## src/nabp_cfg.svh

```systemverilog
`ifndef NABP_CFG_SVH
`define NABP_CFG_SVH

// ~~~~~~~~~~~~~~~~~~~~~~~~~~~~~~
// widths
// ~~~~~~~~~~~~~~~~~~~~~~~~~~~~~~

// angle tag carried with each sample pair
`define NABP_ANGLE_W 8
// sample address, covers NABP_DEPTH
`define NABP_S_W 6
// samples per angle
`define NABP_DEPTH 64
// raw host samples, unsigned
`define NABP_RAW_W 10
// filtered samples, signed
`define NABP_FILT_W 12

// host address to filtered value
// 1 cycle host RAM read + 1 cycle FIR register
`define NABP_FIR_LAT 2

`endif

```

## src/nabp_ctrl_pkg.sv

```systemverilog
package nabp_ctrl_pkg;

    // ~~~~~~~~~~~~~~~~~~~~~~~~~~~~~~
    // swap control types
    // ~~~~~~~~~~~~~~~~~~~~~~~~~~~~~~

    // ready: idle, waiting for the first angle
    // fill: first angle filling, nothing to work on
    // fill_and_work: one RAM fills while the other is scanned
    // work: last angle being scanned, nothing filling
    typedef enum logic [1:0] {
        ready_s,
        fill_s,
        fill_and_work_s,
        work_s
    } swap_state_t;

    // 0 -> RAM 0 working, RAM 1 filling
    typedef logic swap_sel_t;

endpackage

```

## src/nabp_data_pkg.sv

```systemverilog
`include "nabp_cfg.svh"

package nabp_data_pkg;

    // ~~~~~~~~~~~~~~~~~~~~~~~~~~~~~~
    // data path types
    // ~~~~~~~~~~~~~~~~~~~~~~~~~~~~~~

    // projection angle index
    typedef logic [`NABP_ANGLE_W-1:0] angle_t;

    // sample address within one angle
    typedef logic [`NABP_S_W-1:0] s_addr_t;

    // raw sample from the host RAM
    typedef logic [`NABP_RAW_W-1:0] raw_t;

    // ramp filtered sample, can go negative
    typedef logic signed [`NABP_FILT_W-1:0] filt_t;

endpackage

```

## src/filtered_ram_swap_control.sv

```systemverilog
`timescale 1ns/1ps
`include "nabp_cfg.svh"

module filtered_ram_swap_control (
    input  logic                   clk,
    input  logic                   reset_n,
    input  nabp_data_pkg::angle_t  hs_angle,
    input  logic                   hs_has_next_angle,
    input  logic                   hs_next_angle_ack,
    input  nabp_data_pkg::filt_t   hs_val,
    input  nabp_data_pkg::s_addr_t pr0_s_val,
    input  nabp_data_pkg::s_addr_t pr1_s_val,
    input  logic                   pr_next_angle,
    output nabp_data_pkg::s_addr_t hs_s_val,
    output logic                   hs_next_angle,
    output logic                   fir_clear,
    output nabp_data_pkg::angle_t  pr_angle,
    output logic                   pr_has_next_angle,
    output logic                   pr_next_angle_ack,
    output nabp_data_pkg::filt_t   pr0_val,
    output nabp_data_pkg::filt_t   pr1_val
);
    import nabp_data_pkg::*;
    import nabp_ctrl_pkg::*;

    swap_state_t state;
    swap_state_t next_state;
    swap_sel_t   sw_sel;

    // angle currently filling and whether more follow it
    angle_t      fill_angle;
    logic        fill_has_next;

    logic        filling;
    logic        swap_curr;
    logic        swap_prev;
    logic        swap;
    logic        fill_kick;
    logic        kick_idx;
    logic        fill_done;
    logic        swap_ready;

    // per swappable wiring
    logic        sw_kick      [2];
    logic        sw_fill_done [2];
    s_addr_t     sw_hs_s_val  [2];
    filt_t       sw_pr0_val   [2];
    filt_t       sw_pr1_val   [2];

    // ~~~~~~~~~~~~~~~~~~~~~~~~~~~~~~
    // swappables
    // ~~~~~~~~~~~~~~~~~~~~~~~~~~~~~~
    for (genvar i = 0; i < 2; i++)
    begin : g_sw
        filtered_ram_swappable i_sw (
            .clk       (clk),
            .reset_n   (reset_n),
            .fill_kick (sw_kick[i]),
            .hs_val    (hs_val),
            .pr0_s_val (pr0_s_val),
            .pr1_s_val (pr1_s_val),
            .fill_done (sw_fill_done[i]),
            .hs_s_val  (sw_hs_s_val[i]),
            .pr0_val   (sw_pr0_val[i]),
            .pr1_val   (sw_pr1_val[i])
        );
        assign sw_kick[i] = fill_kick && (kick_idx == 1'(i));
    end

    // filling side is ~sw_sel, working side is sw_sel
    assign fill_done = sw_sel ? sw_fill_done[0] : sw_fill_done[1];
    assign hs_s_val  = sw_sel ? sw_hs_s_val[0]  : sw_hs_s_val[1];
    assign pr0_val   = sw_sel ? sw_pr0_val[1]   : sw_pr0_val[0];
    assign pr1_val   = sw_sel ? sw_pr1_val[1]   : sw_pr1_val[0];

    // ~~~~~~~~~~~~~~~~~~~~~~~~~~~~~~
    // swap decision
    // ~~~~~~~~~~~~~~~~~~~~~~~~~~~~~~
    assign filling    = (state == fill_s) || (state == fill_and_work_s);
    // filled RAM is complete and the scan is free for it
    assign swap_ready = fill_done && pr_next_angle;

    // swap on host ack while more angles follow, else on ready alone
    assign swap_curr = filling &&
                       (fill_has_next ? hs_next_angle_ack : swap_ready);
    assign swap      = swap_curr && !swap_prev;

    assign hs_next_angle = (state == ready_s) ||
                           (filling && fill_has_next && swap_ready);

    // first fill in ready, refill of the old working RAM on a swap
    assign fill_kick = ((state == ready_s) && hs_next_angle_ack) ||
                       (swap && fill_has_next);
    // sw_sel has not toggled yet during a swap
    assign kick_idx  = (state == ready_s) ? !sw_sel : sw_sel;
    assign fir_clear = fill_kick;

    assign pr_next_angle_ack = swap;

    always_ff @(posedge clk)
    begin
        if (!reset_n)
        begin
            state     <= ready_s;
            sw_sel    <= 1'b0;
            swap_prev <= 1'b0;
        end
        else
        begin
            state     <= next_state;
            swap_prev <= swap_curr;
            if (swap)
                sw_sel <= !sw_sel;
        end
    end

    always_comb
    begin
        next_state = state;
        case (state)
            ready_s:
                if (hs_next_angle_ack)
                    next_state = fill_s;
            fill_s, fill_and_work_s:
                if (swap)
                    next_state = fill_has_next ? fill_and_work_s : work_s;
            work_s:
                // scan finished the last angle
                if (pr_next_angle)
                    next_state = ready_s;
            default:
                next_state = ready_s;
        endcase
    end

    // ~~~~~~~~~~~~~~~~~~~~~~~~~~~~~~
    // angle bookkeeping
    // ~~~~~~~~~~~~~~~~~~~~~~~~~~~~~~
    always_ff @(posedge clk)
    begin
        if (fill_kick)
        begin
            fill_angle    <= hs_angle;
            fill_has_next <= hs_has_next_angle;
        end
        if (swap)
            pr_angle <= fill_angle;
    end

    always_ff @(posedge clk)
    begin
        if (!reset_n)
            pr_has_next_angle <= 1'b0;
        else if (swap)
            pr_has_next_angle <= fill_has_next;
    end

endmodule

```

## src/filtered_ram_swappable.sv

```systemverilog
`timescale 1ns/1ps
`include "nabp_cfg.svh"

module filtered_ram_swappable (
    input  logic                   clk,
    input  logic                   reset_n,
    input  logic                   fill_kick,
    input  nabp_data_pkg::filt_t   hs_val,
    input  nabp_data_pkg::s_addr_t pr0_s_val,
    input  nabp_data_pkg::s_addr_t pr1_s_val,
    output logic                   fill_done,
    output nabp_data_pkg::s_addr_t hs_s_val,
    output nabp_data_pkg::filt_t   pr0_val,
    output nabp_data_pkg::filt_t   pr1_val
);
    import nabp_data_pkg::*;

    localparam int LAT = `NABP_FIR_LAT;

    // fill address generator
    logic    fill_active;
    s_addr_t fill_cnt;
    logic    fill_last;

    // address, enable and last flag delayed to meet the filtered data
    s_addr_t wr_addr_d [LAT];
    logic    wr_en_d   [LAT];
    logic    wr_last_d [LAT];

    // filtered samples of one angle
    filt_t   mem [`NABP_DEPTH];

    assign hs_s_val  = fill_cnt;
    assign fill_last = (fill_cnt == s_addr_t'(`NABP_DEPTH - 1));

    // ~~~~~~~~~~~~~~~~~~~~~~~~~~~~~~
    // host address counter
    // ~~~~~~~~~~~~~~~~~~~~~~~~~~~~~~
    always_ff @(posedge clk)
    begin
        if (!reset_n)
        begin
            fill_active <= 1'b0;
            fill_cnt    <= '0;
        end
        else if (fill_kick)
        begin
            // first address goes out the cycle after the kick
            fill_active <= 1'b1;
            fill_cnt    <= '0;
        end
        else if (fill_active)
        begin
            if (fill_last)
                fill_active <= 1'b0;
            else
                fill_cnt <= fill_cnt + s_addr_t'(1);
        end
    end

    // ~~~~~~~~~~~~~~~~~~~~~~~~~~~~~~
    // alignment delay
    // ~~~~~~~~~~~~~~~~~~~~~~~~~~~~~~
    always_ff @(posedge clk)
    begin
        if (!reset_n)
        begin
            for (int i = 0; i < LAT; i++)
            begin
                wr_en_d[i]   <= 1'b0;
                wr_last_d[i] <= 1'b0;
            end
        end
        else
        begin
            wr_en_d[0]   <= fill_active;
            wr_last_d[0] <= fill_active && fill_last;
            for (int i = 1; i < LAT; i++)
            begin
                wr_en_d[i]   <= wr_en_d[i-1];
                wr_last_d[i] <= wr_last_d[i-1];
            end
        end
    end

    // address stages, same depth as the enable
    always_ff @(posedge clk)
    begin
        wr_addr_d[0] <= fill_cnt;
        for (int i = 1; i < LAT; i++)
            wr_addr_d[i] <= wr_addr_d[i-1];
    end

    // done level, held until the next kick
    always_ff @(posedge clk)
    begin
        if (!reset_n)
            fill_done <= 1'b0;
        else if (fill_kick)
            fill_done <= 1'b0;
        else if (wr_en_d[LAT-1] && wr_last_d[LAT-1])
            fill_done <= 1'b1;
    end

    // ~~~~~~~~~~~~~~~~~~~~~~~~~~~~~~
    // one write port, two read ports
    // ~~~~~~~~~~~~~~~~~~~~~~~~~~~~~~
    always_ff @(posedge clk)
    begin
        if (wr_en_d[LAT-1])
            mem[wr_addr_d[LAT-1]] <= hs_val;
    end

    // registered reads, 1 cycle latency
    always_ff @(posedge clk)
    begin
        pr0_val <= mem[pr0_s_val];
        pr1_val <= mem[pr1_s_val];
    end

endmodule

```

## src/nabp_filtered_buffer.sv

```systemverilog
`timescale 1ns/1ps
`include "nabp_cfg.svh"

module nabp_filtered_buffer (
    input  logic                   clk,
    input  logic                   reset_n,
    // host angle handshake
    input  nabp_data_pkg::angle_t  hs_angle,
    input  logic                   hs_has_next_angle,
    input  logic                   hs_next_angle_ack,
    output logic                   hs_next_angle,
    // host projection RAM
    output nabp_data_pkg::s_addr_t hs_s_val,
    input  nabp_data_pkg::raw_t    hs_raw,
    // sample pair stream
    output logic                   out_valid,
    input  logic                   out_ready,
    output nabp_data_pkg::angle_t  out_angle,
    output nabp_data_pkg::s_addr_t out_s0,
    output nabp_data_pkg::filt_t   out_val0,
    output nabp_data_pkg::s_addr_t out_s1,
    output nabp_data_pkg::filt_t   out_val1
);
    import nabp_data_pkg::*;

    // FIR to filling RAM
    filt_t   hs_val;
    logic    fir_clear;

    // working RAM to scan
    angle_t  pr_angle;
    logic    pr_has_next_angle;
    logic    pr_next_angle;
    logic    pr_next_angle_ack;
    s_addr_t pr0_s_val;
    s_addr_t pr1_s_val;
    filt_t   pr0_val;
    filt_t   pr1_val;

    ramp_fir i_fir (
        .clk     (clk),
        .reset_n (reset_n),
        .clear   (fir_clear),
        .in_val  (hs_raw),
        .out_val (hs_val)
    );

    filtered_ram_swap_control i_swap (
        .clk               (clk),
        .reset_n           (reset_n),
        .hs_angle          (hs_angle),
        .hs_has_next_angle (hs_has_next_angle),
        .hs_next_angle_ack (hs_next_angle_ack),
        .hs_val            (hs_val),
        .pr0_s_val         (pr0_s_val),
        .pr1_s_val         (pr1_s_val),
        .pr_next_angle     (pr_next_angle),
        .hs_s_val          (hs_s_val),
        .hs_next_angle     (hs_next_angle),
        .fir_clear         (fir_clear),
        .pr_angle          (pr_angle),
        .pr_has_next_angle (pr_has_next_angle),
        .pr_next_angle_ack (pr_next_angle_ack),
        .pr0_val           (pr0_val),
        .pr1_val           (pr1_val)
    );

    projection_scan i_scan (
        .clk               (clk),
        .reset_n           (reset_n),
        .pr_angle          (pr_angle),
        .pr_has_next_angle (pr_has_next_angle),
        .pr_next_angle_ack (pr_next_angle_ack),
        .pr0_val           (pr0_val),
        .pr1_val           (pr1_val),
        .out_ready         (out_ready),
        .pr0_s_val         (pr0_s_val),
        .pr1_s_val         (pr1_s_val),
        .pr_next_angle     (pr_next_angle),
        .out_valid         (out_valid),
        .out_angle         (out_angle),
        .out_s0            (out_s0),
        .out_s1            (out_s1),
        .out_val0          (out_val0),
        .out_val1          (out_val1)
    );

endmodule

```

## src/projection_scan.sv

```systemverilog
`timescale 1ns/1ps
`include "nabp_cfg.svh"

module projection_scan (
    input  logic                   clk,
    input  logic                   reset_n,
    input  nabp_data_pkg::angle_t  pr_angle,
    input  logic                   pr_has_next_angle,
    input  logic                   pr_next_angle_ack,
    input  nabp_data_pkg::filt_t   pr0_val,
    input  nabp_data_pkg::filt_t   pr1_val,
    input  logic                   out_ready,
    output nabp_data_pkg::s_addr_t pr0_s_val,
    output nabp_data_pkg::s_addr_t pr1_s_val,
    output logic                   pr_next_angle,
    output logic                   out_valid,
    output nabp_data_pkg::angle_t  out_angle,
    output nabp_data_pkg::s_addr_t out_s0,
    output nabp_data_pkg::s_addr_t out_s1,
    output nabp_data_pkg::filt_t   out_val0,
    output nabp_data_pkg::filt_t   out_val1
);
    import nabp_data_pkg::*;

    localparam int HW = `NABP_S_W - 1;

    // sweep position within each half
    logic [HW-1:0] cnt;
    logic [HW-1:0] rd_idx;
    logic          sweeping;
    logic          rd_pending;
    // finished with more to come / finished the sequence
    logic          done_r;
    logic          idle_r;

    logic          stage_free;
    logic          issue;
    logic          last_xfer;

    assign pr0_s_val     = {1'b0, cnt};
    assign pr1_s_val     = {1'b1, cnt};
    assign pr_next_angle = done_r || idle_r;

    // stage empty or emptying this cycle
    assign stage_free = !out_valid || out_ready;
    // one read in flight at most, so the stage can always take it
    assign issue      = sweeping && !rd_pending && stage_free;
    assign last_xfer  = !pr_next_angle && !sweeping && !rd_pending &&
                        out_valid && out_ready;

    // ~~~~~~~~~~~~~~~~~~~~~~~~~~~~~~
    // sweep control
    // ~~~~~~~~~~~~~~~~~~~~~~~~~~~~~~
    always_ff @(posedge clk)
    begin
        if (!reset_n)
        begin
            cnt        <= '0;
            sweeping   <= 1'b0;
            rd_pending <= 1'b0;
            out_valid  <= 1'b0;
            done_r     <= 1'b0;
            idle_r     <= 1'b1;
        end
        else
        begin
            rd_pending <= issue;
            if (pr_next_angle_ack)
            begin
                sweeping <= 1'b1;
                cnt      <= '0;
                done_r   <= 1'b0;
                idle_r   <= 1'b0;
            end
            else if (issue)
            begin
                cnt <= cnt + 1'b1;
                if (&cnt)
                    sweeping <= 1'b0;
            end
            // read data lands in the stage
            if (rd_pending)
                out_valid <= 1'b1;
            else if (out_ready)
                out_valid <= 1'b0;
            if (last_xfer)
            begin
                done_r <= pr_has_next_angle;
                idle_r <= !pr_has_next_angle;
            end
        end
    end

    // ~~~~~~~~~~~~~~~~~~~~~~~~~~~~~~
    // output stage payload
    // ~~~~~~~~~~~~~~~~~~~~~~~~~~~~~~
    always_ff @(posedge clk)
    begin
        if (issue)
            rd_idx <= cnt;
        // only loads when the stage is free, so it holds under back-pressure
        if (rd_pending)
        begin
            out_angle <= pr_angle;
            out_s0    <= {1'b0, rd_idx};
            out_s1    <= {1'b1, rd_idx};
            out_val0  <= pr0_val;
            out_val1  <= pr1_val;
        end
    end

endmodule

```

## src/ramp_fir.sv

```systemverilog
`timescale 1ns/1ps
`include "nabp_cfg.svh"

module ramp_fir (
    input  logic                  clk,
    input  logic                  reset_n,
    input  logic                  clear,
    input  nabp_data_pkg::raw_t   in_val,
    output nabp_data_pkg::filt_t  out_val
);
    import nabp_data_pkg::*;

    // x[s-1], x[s-2]
    raw_t       hist1;
    raw_t       hist2;
    // cycles to ignore after clear, the host RAM read is still in flight
    logic [1:0] skip;

    // taps widened to the signed output width
    filt_t      tap0;
    filt_t      tap1;
    filt_t      tap2;

    assign tap0 = filt_t'({{(`NABP_FILT_W-`NABP_RAW_W){1'b0}}, in_val});
    assign tap1 = filt_t'({{(`NABP_FILT_W-`NABP_RAW_W){1'b0}}, hist1});
    assign tap2 = filt_t'({{(`NABP_FILT_W-`NABP_RAW_W){1'b0}}, hist2});

    // ~~~~~~~~~~~~~~~~~~~~~~~~~~~~~~
    // history
    // ~~~~~~~~~~~~~~~~~~~~~~~~~~~~~~
    always_ff @(posedge clk)
    begin
        if (!reset_n)
        begin
            hist1 <= '0;
            hist2 <= '0;
            skip  <= '0;
        end
        else if (clear)
        begin
            // new angle starts from zeros
            hist1 <= '0;
            hist2 <= '0;
            skip  <= 2'(`NABP_FIR_LAT - 1);
        end
        else if (skip != 2'd0)
        begin
            // sample on the bus belongs to no address yet
            skip <= skip - 2'd1;
        end
        else
        begin
            hist1 <= in_val;
            hist2 <= hist1;
        end
    end

    // ramp kernel -1, 2, -1
    always_ff @(posedge clk)
    begin
        out_val <= (tap1 <<< 1) - tap0 - tap2;
    end

endmodule

```

## config.mk

```make
export PLATFORM = sky130hd
export DESIGN_NAME = nabp_filtered_buffer
export DESIGN_NICKNAME = d
export VERILOG_FILES = /design/src/nabp_ctrl_pkg.sv /design/src/nabp_data_pkg.sv /design/src/filtered_ram_swap_control.sv /design/src/filtered_ram_swappable.sv /design/src/nabp_filtered_buffer.sv /design/src/projection_scan.sv /design/src/ramp_fir.sv
export VERILOG_INCLUDE_DIRS = /design/src /design/src/src
export SDC_FILE = /design/constraint.sdc
export NUM_CORES = 2
export LEC_CHECK = 0
export ABC_AREA = 1
export ABC_CLOCK_PERIOD_IN_PS = 2300
export BUFFER_PORTS_ARGS = -buffer_cell sky130_fd_sc_hd__buf_4
export CORE_MARGIN = 4
export CORE_UTILIZATION = 43
export CTS_BUF_LIST = sky130_fd_sc_hd__clkbuf_8
export DETAILED_ROUTE_END_ITERATION = 10
export HOLD_SLACK_MARGIN = 0.03
export MAX_ROUTING_LAYER = met4
export SLEW_MARGIN = 20
export SYNTH_ARGS = -nofsm -noshare
export SYNTH_HDL_FRONTEND = slang
export SYNTH_HIERARCHICAL = 1
export SYNTH_SLANG_ARGS = --single-unit
```

## constraint.sdc

```tcl
create_clock -name clk -period 2.3 [get_ports clk]
set_clock_uncertainty 0.05 [all_clocks]
set_input_delay 0.46 -clock clk [delete_from_list [all_inputs] [get_ports clk]]
set_output_delay 0.46 -clock clk [all_outputs]
set_load 0.02 [all_outputs]
```

==> results.json <==
{
  "netlist_area_um2": 86500,
  "portBuffers": 72,
  "path_clk_slew_ns": 0.07,
  "violations": "negative setup slack",
  "vias": 72028,
  "wl_per_cell_um": 22.6,
  "via_per_inst": 5.69,
  "place.gp.congestion": 0.963,
  "fin_nets": 9834,
  "yosys_register_bits": 1740,
  "p_leak_nw": 38.0,
  "rows": 164,
  "period_share_pct": 107,
  "ant_nets": 0,
  "maxCapViolCount": 0,
  "slew_headroom_pct": 19.6,
  "rr_worst_depth": 11,
  "area_delta_synth_final_pct": 11.8,
  "path_class": "reg2out",
  "antenna_found_initial": 4,
  "cts_num_sinks": 1740,
  "drive_gt1_share_pct": 10.1,
  "async_flop_share_pct": 0,
  "min_to": "i_swap/fill_has_next",
  "setup_viol": 6,
  "dr.pass1.iters": 6,
  "h-tree-depth": 5,
  "syn-mean-instance-area_um2": 9.02,
  "grt_max_degree": 171,
  "core-area_um2": 200000,
  "yosys.area.top_type": "edfxtp_1",
  "period_minus_slack_ns": 2.47,
  "max_freq_mhz": 406,
  "worstPathRequired_ns": 1.79,
  "routed_wl_um": 287000,
  "worst_pin_slew_ns": 1.21,
  "synth_warnings": 6,
  "fin_ws_ns": -0.166,
  "ys_seq_area_share_pct": 58.7,
  "die_h_um": 457,
  "grt_pass1_vias": 67314,
  "synth_most_common_cell": "nand2_1",
  "dp.cells": 12073,
  "synth_common_cells": "nand2_1, nand3_1, edfxtp_1",
  "io_pins": 75,
  "clkLatencyLatePin_ns": 1.02,
  "stdcell_count": 12663,
  "min_path_type": "in2reg",
  "ys_types": 39,
  "post-place-ws_ns": 0.0957,
  "cp-end-kind": "output port",
  "r2r_slack_ns": 0.05,
  "powerDensity_nw_per_um2": 875,
  "startpoint_type": "flop",
  "cp_max_fo": 2,
  "cts_tree": "built",
  "dieArea_um2": 208000,
  "die_w_um": 457,
  "cts_made_buffers": 313,
  "final.setup.tns_ns": -0.420,
  "netlist_instances": 9588,
  "rsz0062_at_grt": "yes",
  "cts_buffer_depth": 4,
  "drv_slew": 0,
  "worstPathArrival_ns": 1.96,
  "dp_hpwl_um": 179000,
  "worst_hold_path.num_cells": 2,
  "synth_top_area_share_pct": 55.4,
  "r2r-start": "i_scan/cnt[1]",
  "synth_flop_cell": "edfxtp_1",
  "synth_area_leaders": "edfxtp_1, nand2_1, nand3_1, dfxtp_1, buf_6",
  "hold_viol": 0,
  "outcome": "finished, violations left",
  "grt_usage_pct": 27.3,
  "grt_pass1_wl_um": 422000,
  "post-route-drc-count": 0,
  "drt_iter0_markers": 8789,
  "cts-root-buf": "clkbuf_8",
  "hp-start": "hs_has_next_angle",
  "grt-ovfl-total": 0,
  "synth_edf_count": 1595,
  "reg2reg_to": "i_swap/g_sw[1].i_sw/pr0_val[10]",
  "peakVddDrop_mv": 0.825,
  "start_util_pct": 43.3
}
-- registers in the layout (all words and copies together) (netlist names), 12 cells and up --
name                        cells
i_fir/out_val                  12
i_scan/out_val0                12
i_scan/out_val1                12
i_swap/g_sw.i_sw/hs_s_val      12
i_swap/g_sw.i_sw/mem         1536
i_swap/g_sw.i_sw/pr0_val       24
i_swap/g_sw.i_sw/pr1_val       24
i_swap/g_sw.i_sw/wr_addr_d     24
-- cell families after synthesis --
| logic type | count (synthesis) | synth area share (%) |
|---|---|---|
| adder cells (fa/ha/maj) | 30 | 0.512 |
| flip-flops | 1740 | 58.7 |
| AND/OR/NAND/NOR | 6934 | 34.1 |
| XOR/XNOR | 7 | 0.0709 |
| AO/OA/AOI/OAI | 60 | 0.454 |
| buffers and inverters | 815 | 6.19 |
| other | 2 | 0.00868 |
-- power by group --
| group | internal [mW] | switching [mW] |
|---|---|---|
| combinational | 4.48 | 12.2 |
| clock | 14.4 | 12.9 |
| sequential | 39.3 | 1.34 |
| total | 58.1 | 26.5 |
-- layer usage --
metal  vias up  track usage (%)  share of wire, %  routed length (µm)
li1      33042                -                 -                   -
met1     34407             34.8                39              113000
met2      3773             42.6                46              133000
met3       806             4.67               9.0               25700
met4         0             13.1               5.2               15000
met5         -                -                 0                   0
-- area by class of cell --
type | instances | area, µm²
diodes | 4 | 10.0
clock buffers | 345 | 4750
clock inverters | 192 | 947
fillers | 18280 | 103000
inverters | 126 | 572
multi-input cells | 7035 | 30500
flip-flops and latches | 1740 | 50900
well taps | 2656 | 3320
repair buffers | 565 | 5800
-- critical path, stage by stage, from the launching register on --
cell and delay, ns:
dfxtp_2 0.34, inv_2 0.05, ha_4 0.26, nand4_1 0.06, nand2_1 0.10, buf_6 0.12
-- placed cells by master, fill, tap and decap left out, types with 19 or more instances in the layout --
cell type         n
inv_1           197
nand4_1          21
clkinv_1         55
edfxtp_1       1595
a211oi_1         19
nand3_1        2633
dfxtp_1         123
clkinv_2         31
buf_4           410
ha_1             20
clkbuf_8        345
dlygate4sd3_1    31
nand2_1        4049
nor2_1          189
buf_12           99
-- worst max path at each step --
| stage | start | endpoint | slack (ns) | cells after the start |
|---|---|---|---|---|
| 2_1_floorplan | i_swap/state[0] | i_fir/hist1[0] | 0.07 | 14 |
| 3_3_place_gp | hs_raw[5] | i_fir/out_val[10] | -0.006 | 13 |
| 3_5_place_dp | hs_raw[5] | i_fir/out_val[10] | 0.1 | 13 |
| 4_1_cts | i_swap/state[1] | hs_next_angle | -0.27 | 5 |
| 5_1_grt | i_swap/state[1] | hs_next_angle | -0.28 | 5 |
| 6_report | i_swap/state[1] | hs_next_angle | -0.17 | 5 |
-- timing repair --
action | in CTS | in global routing
cloned | 2 | 2
setup buffers | 10 | 4
gates resized for setup | 47 | 17
hold buffers | 31 | 0
pin swaps | 7 | 5
endpoints found under the setup margin | 12 | 21
hold endpoints to repair | 87 | 0
-- stage by stage --
stage | instance area (µm²) | util, % | hold slack, ns | power, mW
floorplan | 86600 | - | 0.260 | 50.5
finish | 96800 | 48.4 | 0.155 | 84.6
CTS | 96600 | 48.3 | 0.0368 | 84.6
detailed placement | 90300 | 45.2 | 0.264 | 57.3
global placement | 90300 | 45.2 | 0.265 | 57.0
global route | 96800 | 48.4 | 0.108 | 88.0
Power figures use the tool's default switching activity.
